[config.mk]
export PLATFORM = sky130hd
export DESIGN_NAME = emmu
export DESIGN_NICKNAME = d
export VERILOG_FILES = /design/src/hdl/emesh_pkg.sv /design/src/hdl/mmu_pkg.sv /design/src/hdl/emmu.sv
export SDC_FILE = /design/constraint.sdc
export NUM_CORES = 1
export LEC_CHECK = 0
export BUFFER_PORTS_ARGS = -buffer_cell sky130_fd_sc_hd__buf_2
export CAP_MARGIN = 20
export CORE_AREA = 2 2 120 122
export CTS_CLUSTER_SIZE = 30
export DETAILED_ROUTE_END_ITERATION = 12
export DIE_AREA = 0 0 122 124
export HOLD_SLACK_MARGIN = 0.08
export SLEW_MARGIN = 15
export SYNTH_ARGS = -nofsm -noshare
export SYNTH_HDL_FRONTEND = slang
export SYNTH_SLANG_ARGS = --single-unit
[constraint.sdc]
create_clock -name clk -period 8.5 [get_ports clk]
set_input_delay 0.85 -clock clk [delete_from_list [all_inputs] [get_ports clk]]
set_output_delay 0.85 -clock clk [all_outputs]
set_load 0.01 [all_outputs]
[src/hdl/emesh_pkg.sv]
/*
 * emesh packet definitions
 * field widths of the mesh link and the packed 104-bit packet layout
 * shared by the translator, the config port and the testbench
 */
`default_nettype none

package emesh_pkg;

   localparam int mesh_aw  = 32;   // address word
   localparam int mesh_dw  = 32;   // data word
   localparam int emesh_pw = 104;  // full packet width

   // ctrl takes whatever is left of the packet after the three words
   localparam int mesh_ctrl_w = emesh_pw - 2*mesh_aw - mesh_dw;

   typedef logic [mesh_aw-1:0]     mesh_addr_t;
   typedef logic [mesh_dw-1:0]     mesh_data_t;
   typedef logic [mesh_ctrl_w-1:0] mesh_ctrl_t;

   // msb first, matches the wire layout of the link
   typedef struct packed {
      mesh_addr_t srcaddr;  // 103:72
      mesh_data_t data;     // 71:40
      mesh_addr_t dstaddr;  // 39:8, the translated field
      mesh_ctrl_t ctrl;     // 7:0
   } emesh_packet_t;

endpackage

`default_nettype wire

[src/hdl/mmu_pkg.sv]
/*
 * mmu table and config definitions
 * translation table geometry, entry and index types, write lane masks
 * and the field layout of the config port address
 */
`default_nettype none

package mmu_pkg;

   localparam int mmu_entry_w = 48;
   localparam int mmu_index_w = 12;
   localparam int mmu_entries = 1 << mmu_index_w;  // 4096 entries
   localparam int mmu_lanes_w = mmu_entry_w / 8;   // one enable per byte
   localparam int mmu_page_w  = 20;                // offset kept from dstaddr
   localparam int mi_group_w  = 4;

   typedef logic [mmu_entry_w-1:0] mmu_entry_t;
   typedef logic [mmu_index_w-1:0] mmu_index_t;
   typedef logic [mmu_lanes_w-1:0] mmu_lanes_t;

   localparam logic [mi_group_w-1:0] mmu_group = '0;  // our config group

   // low half is bytes 0-3, upper half bytes 4-5
   localparam mmu_lanes_t mmu_lanes_lo = 6'b00_1111;
   localparam mmu_lanes_t mmu_lanes_hi = 6'b11_0000;

   // 20-bit config address
   typedef struct packed {
      logic [mi_group_w-1:0] group;  // 19:16
      logic                  rsvd_hi;  // 15
      mmu_index_t            index;  // 14:3
      logic                  half;   // 2, set selects entry bits 47:32
      logic [1:0]            rsvd_lo;  // word aligned
   } mi_addr_t;

endpackage

`default_nettype wire

[src/hdl/emmu.sv]
/*
 * emesh address translator
 * indexes the table with dstaddr bits 31:20, stages the packet for
 * the one cycle lookup and rebuilds it with the translated address.
 * the high address word goes out on the side port. a single stage,
 * held as a whole while the downstream wait is high
 */
`timescale 1ns/100ps
`default_nettype none

module emmu import emesh_pkg::*, mmu_pkg::*; (
   input  wire           clk,
   input  wire           reset,
   // controls
   input  wire           mmu_en,     // static enable
   input  wire           mmu_bp,     // per packet bypass
   // mesh input
   input  wire           emesh_access_in,
   input  emesh_packet_t emesh_packet_in,
   input  wire           emesh_wait_in,
   // table lookup
   output logic          lookup_en,
   output mmu_index_t    lookup_index,
   input  mmu_entry_t    lookup_entry,
   // mesh output
   output logic          emesh_access_out,
   output emesh_packet_t emesh_packet_out,
   output mesh_addr_t    emesh_packet_hi_out
);

   // packet and its bypass flag travel together through the stage
   typedef struct packed {
      emesh_packet_t packet;
      logic          bypass;
   } stage_t;

   stage_t stage_q;

   logic                   translate;  // use the table entry
   logic [2*mesh_aw-1:0]   xlat_addr;  // full 64-bit translated address
   mesh_addr_t             dst_lo;     // dstaddr written back to the packet

   // accept only when downstream is not waiting
   assign lookup_en    = emesh_access_in & ~emesh_wait_in;
   assign lookup_index = emesh_packet_in.dstaddr[mmu_page_w +: mmu_index_w];

   // valid flag, frozen by wait
   always_ff @(posedge clk or posedge reset) begin
      if (reset) begin
         emesh_access_out <= 1'b0;
      end else if (!emesh_wait_in) begin
         emesh_access_out <= emesh_access_in;
      end
   end

   // payload staging, loads with the table read
   always_ff @(posedge clk) begin
      if (lookup_en) begin
         stage_q.packet <= emesh_packet_in;
         stage_q.bypass <= mmu_bp;  // sampled with its own packet
      end
   end

   assign translate = mmu_en & ~stage_q.bypass;

   // entry 43:0 on top of the page offset
   assign xlat_addr = {lookup_entry[2*mesh_aw-mmu_page_w-1:0],
                       stage_q.packet.dstaddr[mmu_page_w-1:0]};

   assign dst_lo = translate ? xlat_addr[mesh_aw-1:0] : stage_q.packet.dstaddr;

   // rebuild the packet, only dstaddr can change
   always_comb begin
      emesh_packet_out         = stage_q.packet;
      emesh_packet_out.dstaddr = dst_lo;
   end

   // high word, zero when not translating
   assign emesh_packet_hi_out = translate ? xlat_addr[2*mesh_aw-1:mesh_aw] : '0;

endmodule

`default_nettype wire

==> impl_metrics.toml <==
[setup_path]
worst_path_most_repeated_cell = "buf_2"
crit_buf_inv = 2
cp-end-kind = "output pin"
slowest_stage = "nor2b_4"
start_kind = "input port"
cpPeakStageDelay_ns = 0.72
cp.arrival_ns = 2.21
r2r_slack_ns = 7.85
cp_max_fo = 44
worstPathRequired_ns = 7.65
crit_family = "simple AND/OR/NAND/NOR gates"
crit_chain = "buf_2, nor2b_4, mux2_2, buf_2"
worstSetupPathType = "input port to output pin"

[sta]
fmax_mhz = 327
max_slew.worst_pin.slew_ns = 0.897
drv_slew = 0
fin_crit_ns = 3.06
tns_ns = 0
finalSetupViolations = 0
hold_slack_ns = 0.323
rsz0062_at_grt = "false"
hold_violations = 0
finalCritPeriodShare = 0.360
max_slew_margin = 0.401
finalWorstSetupSlack_ns = 5.44
finClkSkew_ns = 0

[place]
port_buffers = 303
placed_cells = 639
gp_congestion = 0.688
place_ws_ns = 5.39
hpwl_um = 8540

[synth]
synth.avg_cell_area_sq_um = 16.7
synth_top_area_share = 0.717
netlist_instances = 263
yosysTopAreaCell = "edfxtp_1"
netlist_area_sq_um = 4400
synth.most_common_cell = "edfxtp_1"
ys_seq_area_frac = 0.722
synthArstFlopShare = 0.00943
ys_seq_elements = 106
ys_top_cells_by_area = "edfxtp_1 (72%), buf_4 (18%), and2_1 (4.3%)"
syn_nets = 421
synth_edf_count = 105
ys_warn_count = 0
yosys-top-cells-count = "edfxtp_1 (105), buf_4 (104), and2_1 (30)"
synth_cell_types = 14
synth_ff_type = "edfxtp_1"

[finish]
post-route-util = 0.411
final_cells = 656
area_growth_pct = 28.3
fill_cells = 1315
drive_gt1_frac = 0.707
fin_nets = 628

[die]
die_h_um = 124
initial_utilization = 0.321
rows = 43
die_width_um = 122
pin_count = 308
core_sq_um = 13700
die_area_sq_um = 15100

[status]
outcome = "complete, no violations"

[grt]
grt_max_degree = 60
grt_pass1_vias = 2569
antenna_found_initial = 2
grt_util_all_layers = 0.132
grt_overflow_total = 0
grt_pass1_wl_um = 14200

[power]
ir_drop_mv = 0.117
power_density_nw_per_um2 = 208
p_leak_nw = 2.59

[routing]
drt_iter0_drc = 101
ant_nets = 0
vias_per_cell = 3.95
dr.pass1.iters = 4
vias = 2590
wire_per_inst_um = 16.3
drc = 0
routed_wirelength_um = 10700

[clocking]
cts_resized = 0
clock_sinks = 106
htree_levels = 3
cts_buffers = 9
cts_hold_buf = 0
clk_latency_ns = 0.35
root_buffer = "clkbuf_16"
clk_pin_slew_ns = 0.07
postCtsSetupRepairBufs = 0
cts_buffer_depth = 2
cts_tree = "done"

[hold_path]
hold_path_class = "input port to asynchronous set/reset pin"

[flow_run]
cap_viol_max_count = 0
[registers in the layout, indices dropped and copies added, names as in the netlist]
| register | cells |
|---|---|
| emesh_packet_out | 72 |
| stage_q | 33 |
| emesh_access_out | 1 |
[logic make-up (layout without fill, tap and decap cells)]
kind of cell	count (synthesis)	after routing	share of synthesized area
buf+inv	110	322	0.188
flops	106	106	0.722
mux	12	12	0.0375
compound gates	1	1	0.00171
simple gates	34	34	0.0506
other cells	0	1	0
[layout by cell type, fill, tap and decap left out, types with 2 or more instances in the layout]
cell type,n
and2_1,30
edfxtp_1,105
and2_2,2
nor2b_4,2
buf_4,2
clkinv_4,2
mux2_2,4
buf_2,303
mux2_4,8
clkbuf_16,9
[through the flow]
step	instance area, sq um	total power, mW
finish	5650	1.17
global placement	5340	0.765
global route	5640	1.22
detailed placement	5340	0.769
floorplan	4400	0.728
CTS	5640	1.19
[report_power, final]
group	leakage (nW)	internal, mW	switching [mW]	total (mW)
sequential	0.998	0.614	0.00883	0.623
combinational	1.44	0.0644	0.0672	0.132
clock	0.149	0.231	0.187	0.418
[routing by layer]
metal | global-route usage | wire [um] | share of wire | vias to the layer above
li1 | - | - | - | 1220
met1 | 0.124 | 3290 | 0.31 | 1184
met2 | 0.242 | 5830 | 0.55 | 171
met3 | 0.0691 | 1380 | 0.13 | 15
met4 | 0.0517 | 166 | 0.016 | 0
met5 | 0 | 0 | 0 | -
[cell type report]
class                      instances  area, sq um  share of cell area
clock buffer                       9          225              0.0399
tap                              180          225              0.0399
multi-input combinational         47          403              0.0714
antenna                            1         2.50            0.000443
clock inverter                     7         76.3              0.0135
inverter                           1         3.75            0.000665
timing repair buffer             305         1530               0.271
sequential                       106         3180               0.563
[worst paths after layout]
kind / startpoint / endpoint / cells past startpoint
setup / recovery: mmu_en / emesh_packet_out[30] / 4
hold / removal: reset / emesh_access_out$_DFFE_PP0N_ / 2
max in group asynchronous: reset / emesh_access_out$_DFFE_PP0N_ / 2
hold reg to reg: emesh_access_out$_DFFE_PP0N_ / emesh_access_out$_DFFE_PP0N_ / 1
setup reg to reg: emesh_access_out$_DFFE_PP0N_ / emesh_access_out$_DFFE_PP0N_ / 1
min in group clk: emesh_access_out$_DFFE_PP0N_ / emesh_access_out$_DFFE_PP0N_ / 1
Power figures use the tool's default switching activity.
