### src/hdl/emesh_pkg.sv
/*
 * emesh packet definitions
 * field widths of the mesh link and the packed 104-bit packet layout
 * shared by the translator, the config port and the testbench
 */
`default_nettype none

package emesh_pkg;

   localparam int mesh_aw  = 32;   // address word
   localparam int mesh_dw  = 32;   // data word
   localparam int emesh_pw = 104;  // full packet width

   // ctrl takes whatever is left of the packet after the three words
   localparam int mesh_ctrl_w = emesh_pw - 2*mesh_aw - mesh_dw;

   typedef logic [mesh_aw-1:0]     mesh_addr_t;
   typedef logic [mesh_dw-1:0]     mesh_data_t;
   typedef logic [mesh_ctrl_w-1:0] mesh_ctrl_t;

   // msb first, matches the wire layout of the link
   typedef struct packed {
      mesh_addr_t srcaddr;  // 103:72
      mesh_data_t data;     // 71:40
      mesh_addr_t dstaddr;  // 39:8, the translated field
      mesh_ctrl_t ctrl;     // 7:0
   } emesh_packet_t;

endpackage

`default_nettype wire

### src/hdl/mmu_pkg.sv
/*
 * mmu table and config definitions
 * translation table geometry, entry and index types, write lane masks
 * and the field layout of the config port address
 */
`default_nettype none

package mmu_pkg;

   localparam int mmu_entry_w = 48;
   localparam int mmu_index_w = 12;
   localparam int mmu_entries = 1 << mmu_index_w;  // 4096 entries
   localparam int mmu_lanes_w = mmu_entry_w / 8;   // one enable per byte
   localparam int mmu_page_w  = 20;                // offset kept from dstaddr
   localparam int mi_group_w  = 4;

   typedef logic [mmu_entry_w-1:0] mmu_entry_t;
   typedef logic [mmu_index_w-1:0] mmu_index_t;
   typedef logic [mmu_lanes_w-1:0] mmu_lanes_t;

   localparam logic [mi_group_w-1:0] mmu_group = '0;  // our config group

   // low half is bytes 0-3, upper half bytes 4-5
   localparam mmu_lanes_t mmu_lanes_lo = 6'b00_1111;
   localparam mmu_lanes_t mmu_lanes_hi = 6'b11_0000;

   // 20-bit config address
   typedef struct packed {
      logic [mi_group_w-1:0] group;  // 19:16
      logic                  rsvd_hi;  // 15
      mmu_index_t            index;  // 14:3
      logic                  half;   // 2, set selects entry bits 47:32
      logic [1:0]            rsvd_lo;  // word aligned
   } mi_addr_t;

endpackage

`default_nettype wire

### src/hdl/mmu_cfg.sv
/*
 * config port decoder
 * matches the group field, turns the half bit into byte lane enables,
 * spreads mi_din over the entry and returns the selected half of a
 * readback one cycle after the read
 */
`timescale 1ns/100ps
`default_nettype none

module mmu_cfg import emesh_pkg::*, mmu_pkg::*; (
   input  wire        clk,
   input  wire        reset,
   // config port
   input  wire        mi_en,
   input  wire        mi_we,
   input  mi_addr_t   mi_addr,
   input  mesh_data_t mi_din,
   output mesh_data_t mi_dout,
   // table write side
   output mmu_lanes_t wr_lanes,
   output mmu_index_t wr_index,
   output mmu_entry_t wr_data,
   // table readback side
   output logic       cfg_rd_en,
   output mmu_index_t cfg_rd_index,
   input  mmu_entry_t cfg_rd_entry
);

   logic       match;      // access aimed at this unit
   logic       rd_valid;   // table readback lands this cycle
   logic       rd_half;    // half bit of that read
   mesh_data_t rd_word;    // selected half, zero extended
   mesh_data_t dout_hold;  // last returned word

   assign match = mi_en & (mi_addr.group == mmu_group);

   // write decode
   always_comb begin
      wr_lanes = '0;
      if (match && mi_we) begin
         wr_lanes = mi_addr.half ? mmu_lanes_hi : mmu_lanes_lo;
      end
   end

   assign wr_index = mi_addr.index;
   // upper lanes take the low 16 bits of the word
   assign wr_data  = {mi_din[mmu_entry_w-mesh_dw-1:0], mi_din};

   // readback request goes straight to the table
   assign cfg_rd_en    = match & ~mi_we;
   assign cfg_rd_index = mi_addr.index;

   always_ff @(posedge clk or posedge reset) begin
      if (reset) begin
         rd_valid <= 1'b0;
         rd_half  <= 1'b0;
      end else begin
         rd_valid <= cfg_rd_en;
         if (cfg_rd_en) begin
            rd_half <= mi_addr.half;  // needed when the entry returns
         end
      end
   end

   // half select on the registered table output
   always_comb begin
      if (rd_half) begin
         rd_word = mesh_data_t'(cfg_rd_entry[mmu_entry_w-1:mesh_dw]);  // bits 47:32
      end else begin
         rd_word = cfg_rd_entry[mesh_dw-1:0];
      end
   end

   // keep the word around once the read cycle is over
   always_ff @(posedge clk or posedge reset) begin
      if (reset) begin
         dout_hold <= '0;
      end else if (rd_valid) begin
         dout_hold <= rd_word;
      end
   end

   assign mi_dout = rd_valid ? rd_word : dout_hold;  // no extra cycle of latency

endmodule

`default_nettype wire

### config.mk
export PLATFORM = sky130hd
export DESIGN_NAME = mmu_cfg
export DESIGN_NICKNAME = d
export VERILOG_FILES = /design/src/hdl/emesh_pkg.sv /design/src/hdl/mmu_pkg.sv /design/src/hdl/mmu_cfg.sv
export SDC_FILE = /design/constraint.sdc
export NUM_CORES = 1
export LEC_CHECK = 0
export BUFFER_PORTS_ARGS = -buffer_cell sky130_fd_sc_hd__clkbuf_2
export CORE_ASPECT_RATIO = 1.75
export CORE_MARGIN = 5
export CORE_UTILIZATION = 36
export CTS_BUF_LIST = sky130_fd_sc_hd__clkbuf_4 sky130_fd_sc_hd__clkbuf_8
export CTS_CLUSTER_DIAMETER = 50
export DETAILED_ROUTE_END_ITERATION = 12
export PLACE_DENSITY_LB_ADDON = 0.25
export SLEW_MARGIN = 20
export SYNTH_ARGS = -nofsm -noshare
export SYNTH_HDL_FRONTEND = slang
export SYNTH_SLANG_ARGS = --single-unit
### constraint.sdc
create_clock -name clk -period 1.4 [get_ports clk]
set_input_delay 0.07 -clock clk [delete_from_list [all_inputs] [get_ports clk]]
set_output_delay 0.07 -clock clk [all_outputs]
set_load 0.03 [all_outputs]
==> impl_metrics.sql, run 1 <==
INSERT INTO impl_metrics (metric_group, metric, value, unit) VALUES
('sta', 'timing.fmax', '660', 'MHz'),
('floorplan', 'design.portCount', '215', ''),
('clock_network', 'cts.sink_count', '34', ''),
('floorplan', 'die_w', '66.9', 'µm'),
('placed_design', 'hpwl_after_detailed_placement', '3990', 'µm'),
('critical_path', 'startpoint_type_of_the_worst_setup_path', 'flop', ''),
('clock_network', 'h_tree_level_count', '2', ''),
('sta', 'finalHoldViolations', '0', ''),
('critical_path', 'worstPathMaxFanout', '5', ''),
('floorplan', 'core_region', '5540', 'µm²'),
('grt', 'gr-usage-all-layers', '0.143', ''),
('hold_path', 'worstHoldPathType', 'in -> reg', ''),
('synth', 'main_combinational_cell_family_by_area_after_synthesis', 'buffers and inverters', ''),
('critical_path', 'critical_path.endpoint_type', 'primary output', ''),
('drt', 'routedWlPerCell', '16.1', 'µm'),
('drt', 'first_iter_violations', '38', ''),
('drt', 'detailedRoute.firstPassIterationCount', '3', ''),
('critical_path', 'ff2ff_path_depth', '6', ''),
('sta', 'timing.final.ws_setup', '-116', 'ps'),
('synth', 'post_synth_instance_area', '2040', 'µm²'),
('run_status', 'run_status', 'finished with violations', ''),
('critical_path', 'critical_path_class', 'reg -> out', ''),
('synth', 'synth.yosys.seq_area_share', '0.418', ''),
('power', 'static-leakage-power', '1.41', 'nW'),
('sta', 'report.final.slew_viol_count', '0', ''),
('power', 'power.density_cell_area', '1340', 'nW/µm²'),
('cells_and_area', 'area_growth', '40.7', '%'),
('sta', 'clock-skew-final', '2.45', 'ps'),
('clock_network', 'cts_root_buf', 'clkbuf_8', ''),
('power', 'report.power.total', '0.00384', 'W'),
('critical_path', 'regToRegEndpoint', 'dout_hold[28]$_DFF_PP0_', ''),
('synth', 'post_synth_fa_ha_maj_area_fraction', '0', ''),
('critical_path', 'r2r_setup_slk', '90', 'ps'),
('grt', 'grt_pass1_vias', '1579', ''),
('floorplan', 'start_util', '0.368', ''),
('drt', 'finalWirelength', '5560', 'µm'),
('grt', 'gr-total-overflow', '0', ''),
('synth', 'synth_simple_gate_area_share', '0.0903', ''),
('cells_and_area', 'fill_cells', '533', ''),
('floorplan', 'die_h', '110', 'µm'),
('cells_and_area', 'post_layout_nonfiller_instances', '345', ''),
('clock_network', 'clock_tree.buffer_depth', '2', ''),
('sta', 'worst_tran_pin_value', '439', 'ps'),
('synth', 'muxShareOfSynthArea', '0.0842', ''),
('synth', 'synthTopCellsByArea', 'dfrtp_1 42%, buf_4 28%, mux2i_1 7.9%', ''),
('placed_design', 'placement.io_buffers', '95', ''),
('grt', 'first_pass_grt_wire_length', '7670', 'µm'),
('synth', 'syn-mean-instance-area', '9.13', 'µm²'),
('synth', 'instance_count_of_the_mapped_netlist', '223', ''),
('placed_design', 'gpl.final_weighted_congestion', '0.655', ''),
('critical_path', 'timing.critical_path.arrival', '1450', 'ps'),
('sta', 'setup_tns', '-1960', 'ps'),
('sta', 'final_critical_period', '1520', 'ps'),
('clock_network', 'register_clock_pin_slew_on_the_reported_worst_setup_and_hold_paths', '60', 'ps'),
('placed_design', 'numPlacedInstances', '316', ''),
('synth', 'yosysUniqueCellTypes', '18', ''),
('critical_path', 'rr_startpoint', 'rd_valid$_DFF_PP0_', ''),
('job', 'cap_violations', '0', ''),
('cells_and_area', 'drive_gt1_frac', '0.710', ''),
('critical_path', 'timing.critical_path.required', '1330', 'ps'),
('synth', 'yosysWarningCount', '0', ''),
('clock_network', 'clk-insertion-delay-late', '280', 'ps'),
('clock_network', 'cts_tree', 'done', ''),
('sta', 'setup-violations-final', '29', ''),
('drt', 'routed-via-count', '1561', ''),
('synth', 'number_of_storage_elements_in_the_synthesis_netlist', '34', ''),
('drt', 'avgViaCountPerCell', '4.52', ''),
('sta', 'rsz0062_at_grt', 'true', ''),
('clock_network', 'cts_buffers', '5', ''),
('run_status', 'failed_checks', 'setup timing', ''),
('drt', 'drtAntennaViolNets', '0', '');
area by class of cell:
| cell class | count | area, µm² | area share |
|---|---|---|---|
| clock buffer | 7 | 90.1 | 0.0314 |
| sequential | 34 | 853 | 0.298 |
| timing repair buffer | 124 | 983 | 0.343 |
| tap | 76 | 95.1 | 0.0332 |
| multi-input combinational | 87 | 781 | 0.272 |
| inverter | 17 | 63.8 | 0.0223 |
where the power goes:
part           internal, W  switching [W]
registers          0.00119      0.0000623
logic             0.000888       0.000960
clock network     0.000409       0.000325
total              0.00249        0.00135
worst min-delay path by stage:
stage,startpoint,cells after the start,endpoint,slack [ps]
after floorplan,mi_addr[17],1,rd_valid$_DFF_PP0_,180
after global placement,mi_din[25],0,wr_data[25],140
after detailed placement,mi_din[25],0,wr_data[25],140
after CTS,cfg_rd_entry[20],3,dout_hold[20]$_DFF_PP0_,10
after global routing,cfg_rd_entry[31],3,dout_hold[31]$_DFF_PP0_,30
final,cfg_rd_entry[31],3,dout_hold[31]$_DFF_PP0_,20
critical path: cells and delay by family (launching register included):
kind / cells / cell delay (ps)
buffers and inverters: 2 / 330
and+or+nand+nor: 2 / 330
AOI/OAI and AO/OA: 1 / 70
DFF: 1 / 440
flip-flops by register name (all words and copies together) (netlist names):
register and count:
dout_hold 32, rd_half 1, rd_valid 1
cell usage after synthesis:
cell type and n:
or4b_4 1, nor2_1 17, mux2_1 1, o21ai_0 7, clkbuf_1 7, a21oi_1 16, nand2_1 14, nor4b_1 1
nand3b_1 2, mux2i_1 16, and3_1 1, dfrtp_1 34, buf_2 2, o21ai_1 9, and2b_1 1, buf_4 76
nor3_4 1, inv_1 17
cells in the final DEF, fill, tap and decap left out:
| cell | synthesis | layout |
|---|---|---|
| nand3b_1 | 2 | 2 |
| mux2i_2 | 0 | 7 |
| clkbuf_4 | 0 | 2 |
| nor3_4 | 1 | 1 |
| and3_1 | 1 | 1 |
| o21ai_4 | 0 | 2 |
| mux2i_1 | 16 | 6 |
| and2b_2 | 0 | 1 |
| buf_8 | 0 | 3 |
| clkbuf_2 | 0 | 59 |
| inv_1 | 17 | 17 |
| nand2_2 | 0 | 11 |
| a21oi_2 | 0 | 16 |
| dfrtp_1 | 34 | 32 |
| or4b_4 | 1 | 1 |
| buf_6 | 0 | 16 |
| buf_4 | 76 | 27 |
| nand2_4 | 0 | 3 |
| o21ai_2 | 0 | 14 |
| dfrtp_2 | 0 | 2 |
| mux2i_4 | 0 | 3 |
| clkbuf_8 | 0 | 20 |
| mux2_1 | 1 | 1 |
| nor2_1 | 17 | 17 |
| dlygate4sd3_1 | 0 | 2 |
| buf_12 | 0 | 2 |
| nor4b_4 | 0 | 1 |
per-stage QoR:
step	setup slack (ps)	utilization	hold slack (ps)	instance area, µm²
CTS	-119	0.477	12.5	2640
detailed placement	24.6	0.394	140	2180
floorplan	-123	-	180	2140
global route	-190	0.517	28.9	2870
global placement	59.2	0.394	140	2180
finish	-116	0.517	22.0	2870
routing by layer:
layer,vias to the layer above,track usage,wire length [µm]
met5,-,0,0
met4,0,0.120,417
met3,47,0.0593,692
met2,83,0.247,2780
met1,712,0.123,1670
li1,719,-,-
cells by family after synthesis:
| family | after synthesis |
|---|---|
| buf+inv | 102 |
| simple gates | 38 |
| flops | 34 |
| compound gates | 32 |
| mux | 17 |
timing repair:
action	4_1_cts	5_1_grt
hold endpoints to repair	35	0
pin swaps	11	12
setup endpoints to repair	32	37
gates resized for setup	73	69
buffers inserted	11	9
hold buffers	2	0
cloned	1	0
No activity file was read; power rests on OpenSTA's default activity.
==> run 2, diff against run 1 <==
- CORE_AREA: unset -> 5 5 81 83
- CORE_ASPECT_RATIO: 1.75 -> unset
- CORE_MARGIN: 5 -> unset
- CORE_UTILIZATION: 36 -> unset
- DIE_AREA: unset -> 0 0 86 88
- clock period: 1.4 -> 2 ns (I/O delays scaled with it)
==> run 2 against run 1 <==
Compared with the run above:
- the flow now finishes without violations
- routed wire length decreased by 29%
- largest cell class is now flip-flops and latches
- highest routed layer unchanged
- final cell count down 7.0%
- combinational power is 58% lower
- die area is 3.4% higher
- first-iteration DRC count decreased by 18%
- critical path depth is 1 lower
==> impl_metrics.sql, run 2 (synthesis gave the netlist of run 1 again) <==
INSERT INTO impl_metrics (metric_group, metric, value, unit) VALUES
('placed_design', 'postPlaceCellArea', '2050', 'µm²'),
('grt', 'grt_pass1_vias', '1480', ''),
('placed_design', 'hpwl_after_detailed_placement', '2900', 'µm'),
('power', 'power.density_cell_area', '1010', 'nW/µm²'),
('clock_network', 'cts_buffers', '5', ''),
('sta', 'finalHoldViolations', '0', ''),
('sta', 'final_min_period_over_clock_period', '0.789', ''),
('cells_and_area', 'area_growth', '5.71', '%'),
('grt', 'grt_start_max_net_pins', '51', ''),
('sta', 'slew-limit-headroom', '0.713', ''),
('drt', 'detailedRoute.firstPassIterationCount', '2', ''),
('job', 'cap_violations', '0', ''),
('floorplan', 'die_w', '86', 'µm'),
('clock_network', 'post_cts_resize_count', '0', ''),
('grt', 'grt_use_met2', '0.170', ''),
('run_status', 'run_status', 'completed', ''),
('drt', 'avgViaCountPerCell', '4.22', ''),
('cells_and_area', 'commonest_non_fill_non_tap_cell_in_the_layout', 'clkbuf_2', ''),
('placed_design', 'dp_worst_setup_slack', '524', 'ps'),
('clock_network', 'cts.sink_count', '34', ''),
('sta', 'rsz0062_at_grt', 'false', ''),
('floorplan', 'fp.dieArea', '7570', 'µm²'),
('cells_and_area', 'reg.largest.list', 'dout_hold (32), rd_half (1), rd_valid (1)', ''),
('grt', 'grt_most_used_layer', 'met2', ''),
('floorplan', 'placement_rows', '28', ''),
('clock_network', 'buffer_count_from_post_cts_setup_fixing', '0', ''),
('sta', 'timing.final.ws_setup', '421', 'ps'),
('drt', 'drtAntennaViolNets', '0', ''),
('floorplan', 'die_h', '88', 'µm'),
('critical_path', 'worstPathMaxFanout', '19', ''),
('cells_and_area', 'most-common-layout-cells', '95 x clkbuf_2, 34 x dfrtp_1, 17 x inv_1, 17 x nor2_1', ''),
('critical_path', 'timing.critical_path.required', '1900', 'ps'),
('cells_and_area', 'largest_reg_flops', '32', ''),
('grt', 'globalRouteMet3Util', '0.0640', ''),
('sta', 'worst_tran_pin_value', '431', 'ps'),
('grt', 'gr-total-overflow', '0', ''),
('drt', 'first_iter_violations', '31', ''),
('sta', 'report.final.slew_viol_count', '0', ''),
('sta', 'timing.fmax', '633', 'MHz'),
('power', 'max-vdd-ir-drop', '0.366', 'mV'),
('drt', 'routedWlPerCell', '12.2', 'µm'),
('clock_network', 'cts_root_buf', 'clkbuf_8', ''),
('sta', 'timing.hold.ws', '35.0', 'ps'),
('drt', 'finalWirelength', '3930', 'µm'),
('floorplan', 'core_region', '5780', 'µm²'),
('grt', 'gr-usage-met1', '0.135', ''),
('floorplan', 'start_util', '0.352', ''),
('clock_network', 'cts_tree', 'done', ''),
('grt', 'gr-usage-all-layers', '0.116', ''),
('clock_network', 'register_clock_pin_slew_on_the_reported_worst_setup_and_hold_paths', '70', 'ps'),
('grt', 'number_of_antenna_violations_at_the_first_check_in_global_routing', '0', ''),
('critical_path', 'startpoint_type_of_the_worst_setup_path', 'flop', ''),
('sta', 'clock-skew-final', '2.38', 'ps'),
('clock_network', 'clock_tree.buffer_depth', '2', ''),
('drt', 'drt_drc_violations_left', '0', ''),
('critical_path', 'critical_path.endpoint_type', 'primary output', ''),
('cells_and_area', 'drive_gt1_frac', '0.447', ''),
('cells_and_area', 'nets', '349', ''),
('power', 'static-leakage-power', '1.14', 'nW'),
('grt', 'first_pass_grt_wire_length', '6840', 'µm'),
('clock_network', 'clk-insertion-delay-late', '280', 'ps'),
('drt', 'routed-via-count', '1355', ''),
('cells_and_area', 'postLayoutCellArea', '2150', 'µm²'),
('cells_and_area', 'inserted_diodes', '0', ''),
('sta', 'setup-violations-final', '0', ''),
('floorplan', 'design.portCount', '215', ''),
('sta', 'setup_tns', '0', 'ps'),
('clock_network', 'h_tree_level_count', '2', ''),
('critical_path', 'timing.critical_path.arrival', '1480', 'ps'),
('critical_path', 'critical_path_class', 'reg -> out', ''),
('placed_design', 'gpl.final_weighted_congestion', '0.698', ''),
('placed_design', 'placement.io_buffers', '95', ''),
('cells_and_area', 'most_flops_register', 'dout_hold', ''),
('hold_path', 'worstHoldPathType', 'in -> reg', ''),
('sta', 'final_critical_period', '1580', 'ps');
run 2: changes by cell type in the layout (fill, tap and decap cells not counted), sizes merged:
cell	before	now
buf	48	4
dlygate4sd3	2	1
clkbuf	81	102
clkinv	0	1
run 2: worst max-delay path, cell delays in order (launching register included):
cell and delay (ps):
dfrtp_1 340, buf_4 290, mux2i_1 120, a21oi_1 210, clkbuf_2 240
run 2: stage by stage:
stage / instances / utilization / total power (W)
floorplan: 223 / - / 0.00170
global placement: 312 / 0.354 / 0.00168
detailed placement: 312 / 0.354 / 0.00168
CTS: 321 / 0.373 / 0.00224
global route: 321 / 0.373 / 0.00235
finish: 321 / 0.373 / 0.00219
run 2: power breakdown:
part           switching, W  internal, W
clock network      0.000239     0.000291
logic              0.000543     0.000243
registers         0.0000363     0.000833
run 2: final timing paths:
path / slack, ps / cells past startpoint / startpoint / end
max: 420 / 4 / rd_half$_DFFE_PP0P_ / mi_dout[11]
max reg2reg: 900 / 3 / rd_half$_DFFE_PP0P_ / dout_hold[13]$_DFF_PP0_
min in group asynchronous: 440 / 4 / reset / dout_hold[5]$_DFF_PP0_
max in group asynchronous: 1250 / 4 / reset / dout_hold[31]$_DFF_PP0_
min: 40 / 2 / mi_we / rd_valid$_DFF_PP0_
min reg2reg: 510 / 2 / dout_hold[16]$_DFF_PP0_ / dout_hold[16]$_DFF_PP0_
run 2: what timing repair did:
item	in CTS	in global routing
hold buffers	1	0
endpoints found under the setup margin	0	0
endpoints found under the hold margin	34	0
run 2: final cells by class:
type	instances	area (µm²)
Multi-Input combinational cell	87	522
Tap cell	75	93.8
Inverter	17	63.8
Clock inverter	1	5.00
Sequential cell	34	851
Fill cell	627	3630
Timing Repair Buffer	100	528
Clock buffer	7	90.1
run 2: metal layers:
metal | up-vias | part of all wire
met1 | 585 | 0.39
met3 | 20 | 0.14
met2 | 77 | 0.44
met5 | - | 0
met4 | 0 | 0.032
li1 | 673 | -
==> run 3, diff against run 2 <==
- CORE_AREA: 5 5 81 83 -> unset
- CORE_ASPECT_RATIO: unset -> 1.75
- CORE_MARGIN: unset -> 5
- CORE_UTILIZATION: unset -> 36
- DIE_AREA: 0 0 86 88 -> unset
- clock period: 2 -> 1.6 ns (I/O delays scaled with it)
==> run 3 against run 2 <==
Compared with the run above:
- sequential cell count did not move
- combinational power rose by 40%
- die area fell by 3.3%
- via count rose by 7.2%
==> impl_metrics.sql, run 3 (synthesis gave the netlist of run 1 again) <==
INSERT INTO impl_metrics (metric_group, metric, value, unit) VALUES
('run_status', 'run_status', 'completed', ''),
('sta', 'timing.fmax', '648', 'MHz'),
('cells_and_area', 'post_layout_nonfiller_instances', '326', ''),
('sta', 'report.final.slew_viol_count', '0', ''),
('grt', 'gr-usage-met1', '0.124', ''),
('critical_path', 'startpoint_type_of_the_worst_setup_path', 'flop', ''),
('cells_and_area', 'finalCoreUtilization', '0.411', ''),
('sta', 'worst_tran_pin_value', '280', 'ps'),
('hold_path', 'worstHoldPathType', 'in -> reg', ''),
('drt', 'routedWlPerCell', '15.1', 'µm'),
('clock_network', 'clk-insertion-delay-late', '280', 'ps'),
('sta', 'final_critical_period', '1540', 'ps'),
('cells_and_area', 'nets', '353', ''),
('cells_and_area', 'area_growth', '11.8', '%'),
('clock_network', 'cts.sink_count', '34', ''),
('clock_network', 'h_tree_level_count', '2', ''),
('power', 'static-leakage-power', '1.17', 'nW'),
('floorplan', 'placement_rows', '36', ''),
('critical_path', 'rr_startpoint', 'rd_half$_DFFE_PP0P_', ''),
('sta', 'setup_tns', '0', 'ps'),
('cells_and_area', 'reg.largest.list', 'dout_hold (32), rd_half (1), rd_valid (1)', ''),
('floorplan', 'core_region', '5540', 'µm²'),
('job', 'cap_violations', '0', ''),
('clock_network', 'cts_tree', 'done', ''),
('sta', 'timing.final.ws_setup', '56.7', 'ps'),
('critical_path', 'timing.critical_path.arrival', '1460', 'ps'),
('placed_design', 'hpwl_after_detailed_placement', '3910', 'µm'),
('placed_design', 'dp_worst_setup_slack', '210', 'ps'),
('drt', 'routed-via-count', '1452', ''),
('grt', 'grt_use_met2', '0.219', ''),
('grt', 'first_pass_grt_wire_length', '7250', 'µm'),
('cells_and_area', 'largest_reg_flops', '32', ''),
('drt', 'first_iter_violations', '23', ''),
('sta', 'rsz0062_at_grt', 'true', ''),
('sta', 'clock-skew-final', '3.75', 'ps'),
('floorplan', 'design.portCount', '215', ''),
('floorplan', 'die_w', '66.9', 'µm'),
('sta', 'final_min_period_over_clock_period', '0.965', ''),
('critical_path', 'worstPathMaxFanout', '9', ''),
('cells_and_area', 'fill_cells', '590', ''),
('sta', 'timing.hold.ws', '12.2', 'ps'),
('grt', 'gr-total-overflow', '0', ''),
('sta', 'slew-limit-headroom', '0.812', ''),
('placed_design', 'numPlacedInstances', '316', ''),
('clock_network', 'clock_tree.buffer_depth', '2', ''),
('grt', 'grt_pass1_vias', '1465', ''),
('cells_and_area', 'most_flops_register', 'dout_hold', ''),
('clock_network', 'register_clock_pin_slew_on_the_reported_worst_setup_and_hold_paths', '70', 'ps'),
('critical_path', 'critical_path.endpoint_type', 'primary output', ''),
('clock_network', 'cts_root_buf', 'clkbuf_8', ''),
('grt', 'number_of_antenna_violations_at_the_first_check_in_global_routing', '0', ''),
('placed_design', 'placement.io_buffers', '95', ''),
('drt', 'drt_drc_violations_left', '0', ''),
('drt', 'avgViaCountPerCell', '4.45', ''),
('drt', 'drtAntennaViolNets', '0', ''),
('drt', 'detailedRoute.firstPassIterationCount', '3', ''),
('power', 'power.density_cell_area', '1260', 'nW/µm²'),
('sta', 'finalHoldViolations', '0', ''),
('critical_path', 'timing.critical_path.required', '1520', 'ps'),
('clock_network', 'cts_buffers', '5', ''),
('grt', 'globalRouteMet3Util', '0.0307', ''),
('critical_path', 'r2r_setup_slk', '510', 'ps'),
('power', 'max-vdd-ir-drop', '0.719', 'mV'),
('cells_and_area', 'drive_gt1_frac', '0.504', ''),
('floorplan', 'die_h', '110', 'µm'),
('sta', 'setup-violations-final', '0', ''),
('critical_path', 'ff2ff_path_depth', '3', ''),
('grt', 'grt_most_used_layer', 'met2', ''),
('hold_path', 'min_from', 'mi_we', ''),
('grt', 'grt_start_max_net_pins', '39', ''),
('drt', 'finalWirelength', '4920', 'µm'),
('grt', 'gr-usage-all-layers', '0.134', ''),
('critical_path', 'cp-startpoint', 'rd_half$_DFFE_PP0P_', ''),
('cells_and_area', 'most-common-layout-cells', '75 x clkbuf_2, 33 x dfrtp_1, 21 x buf_4, 17 x inv_1, 17 x nor2_1', ''),
('hold_path', 'hold_end', 'rd_valid$_DFF_PP0_', ''),
('cells_and_area', 'inserted_diodes', '0', ''),
('floorplan', 'start_util', '0.368', ''),
('critical_path', 'regToRegEndpoint', 'dout_hold[9]$_DFF_PP0_', ''),
('floorplan', 'fp.dieArea', '7320', 'µm²'),
('cells_and_area', 'commonest_non_fill_non_tap_cell_in_the_layout', 'clkbuf_2', ''),
('hold_path', 'holdPathStages', '2', ''),
('critical_path', 'critical_path_class', 'reg -> out', ''),
('placed_design', 'gpl.final_weighted_congestion', '0.702', '');
run 3: cell count changes in the layout (fill, tap and decap cells not counted), moves of 2 or more:
cell | before | now
a21oi_1 | 16 | 9
a21oi_2 | 0 | 7
buf_2 | 0 | 5
buf_4 | 3 | 21
clkbuf_2 | 95 | 75
mux2i_1 | 16 | 14
mux2i_2 | 0 | 2
o21ai_0 | 7 | 2
o21ai_1 | 9 | 12
o21ai_2 | 0 | 2
run 3: metal layers:
| metal | vias up | wire length [µm] |
|---|---|---|
| li1 | 683 | - |
| met1 | 646 | 1490 |
| met2 | 70 | 2470 |
| met3 | 53 | 445 |
| met4 | 0 | 506 |
| met5 | - | 0 |
run 3: layout make-up:
cell class / count / area [µm²] / area share
Multi-Input combinational cell: 87 / 572 / 0.251
Sequential cell: 34 / 852 / 0.374
Clock buffer: 7 / 90.1 / 0.0396
Tap cell: 76 / 95.1 / 0.0418
Inverter: 17 / 63.8 / 0.0280
Timing Repair Buffer: 104 / 599 / 0.263
Clock inverter: 1 / 5.00 / 0.00220
run 3: power by group:
part | internal [W] | switching, W
Combinational | 0.000389 | 0.000716
Sequential | 0.00104 | 0.0000502
Clock | 0.000364 | 0.000306
Total | 0.00179 | 0.00107
run 3: worst max-delay path: stages (launching register included):
cell	delay [ps]
dfrtp_1	410
buf_4	200
mux2i_2	170
a21oi_2	170
clkbuf_2	230
run 3: worst max path at each step:
| stage | to | slack, ps | cells after the start |
|---|---|---|---|
| final | mi_dout[9] | 60 | 4 |
| after global routing | mi_dout[24] | -9 | 5 |
| after CTS | mi_dout[17] | 10 | 5 |
| after detailed placement | wr_lanes[0] | 210 | 4 |
| after global placement | wr_lanes[0] | 230 | 4 |
| after floorplan | dout_hold[19]$_DFF_PP0_ | -4 | 3 |
run 3: through the flow:
step	total power [W]	cell area, µm²
after floorplan	0.00214	2080
after global placement	0.00214	2110
after detailed placement	0.00216	2110
after CTS	0.00286	2240
after global routing	0.00302	2280
final	0.00287	2280
run 3: timing repair:
item	CTS	global route
hold buffers	1	0
setup endpoints to repair	18	21
buffers inserted	1	0
resized for setup	7	45
hold endpoints to repair	34	0
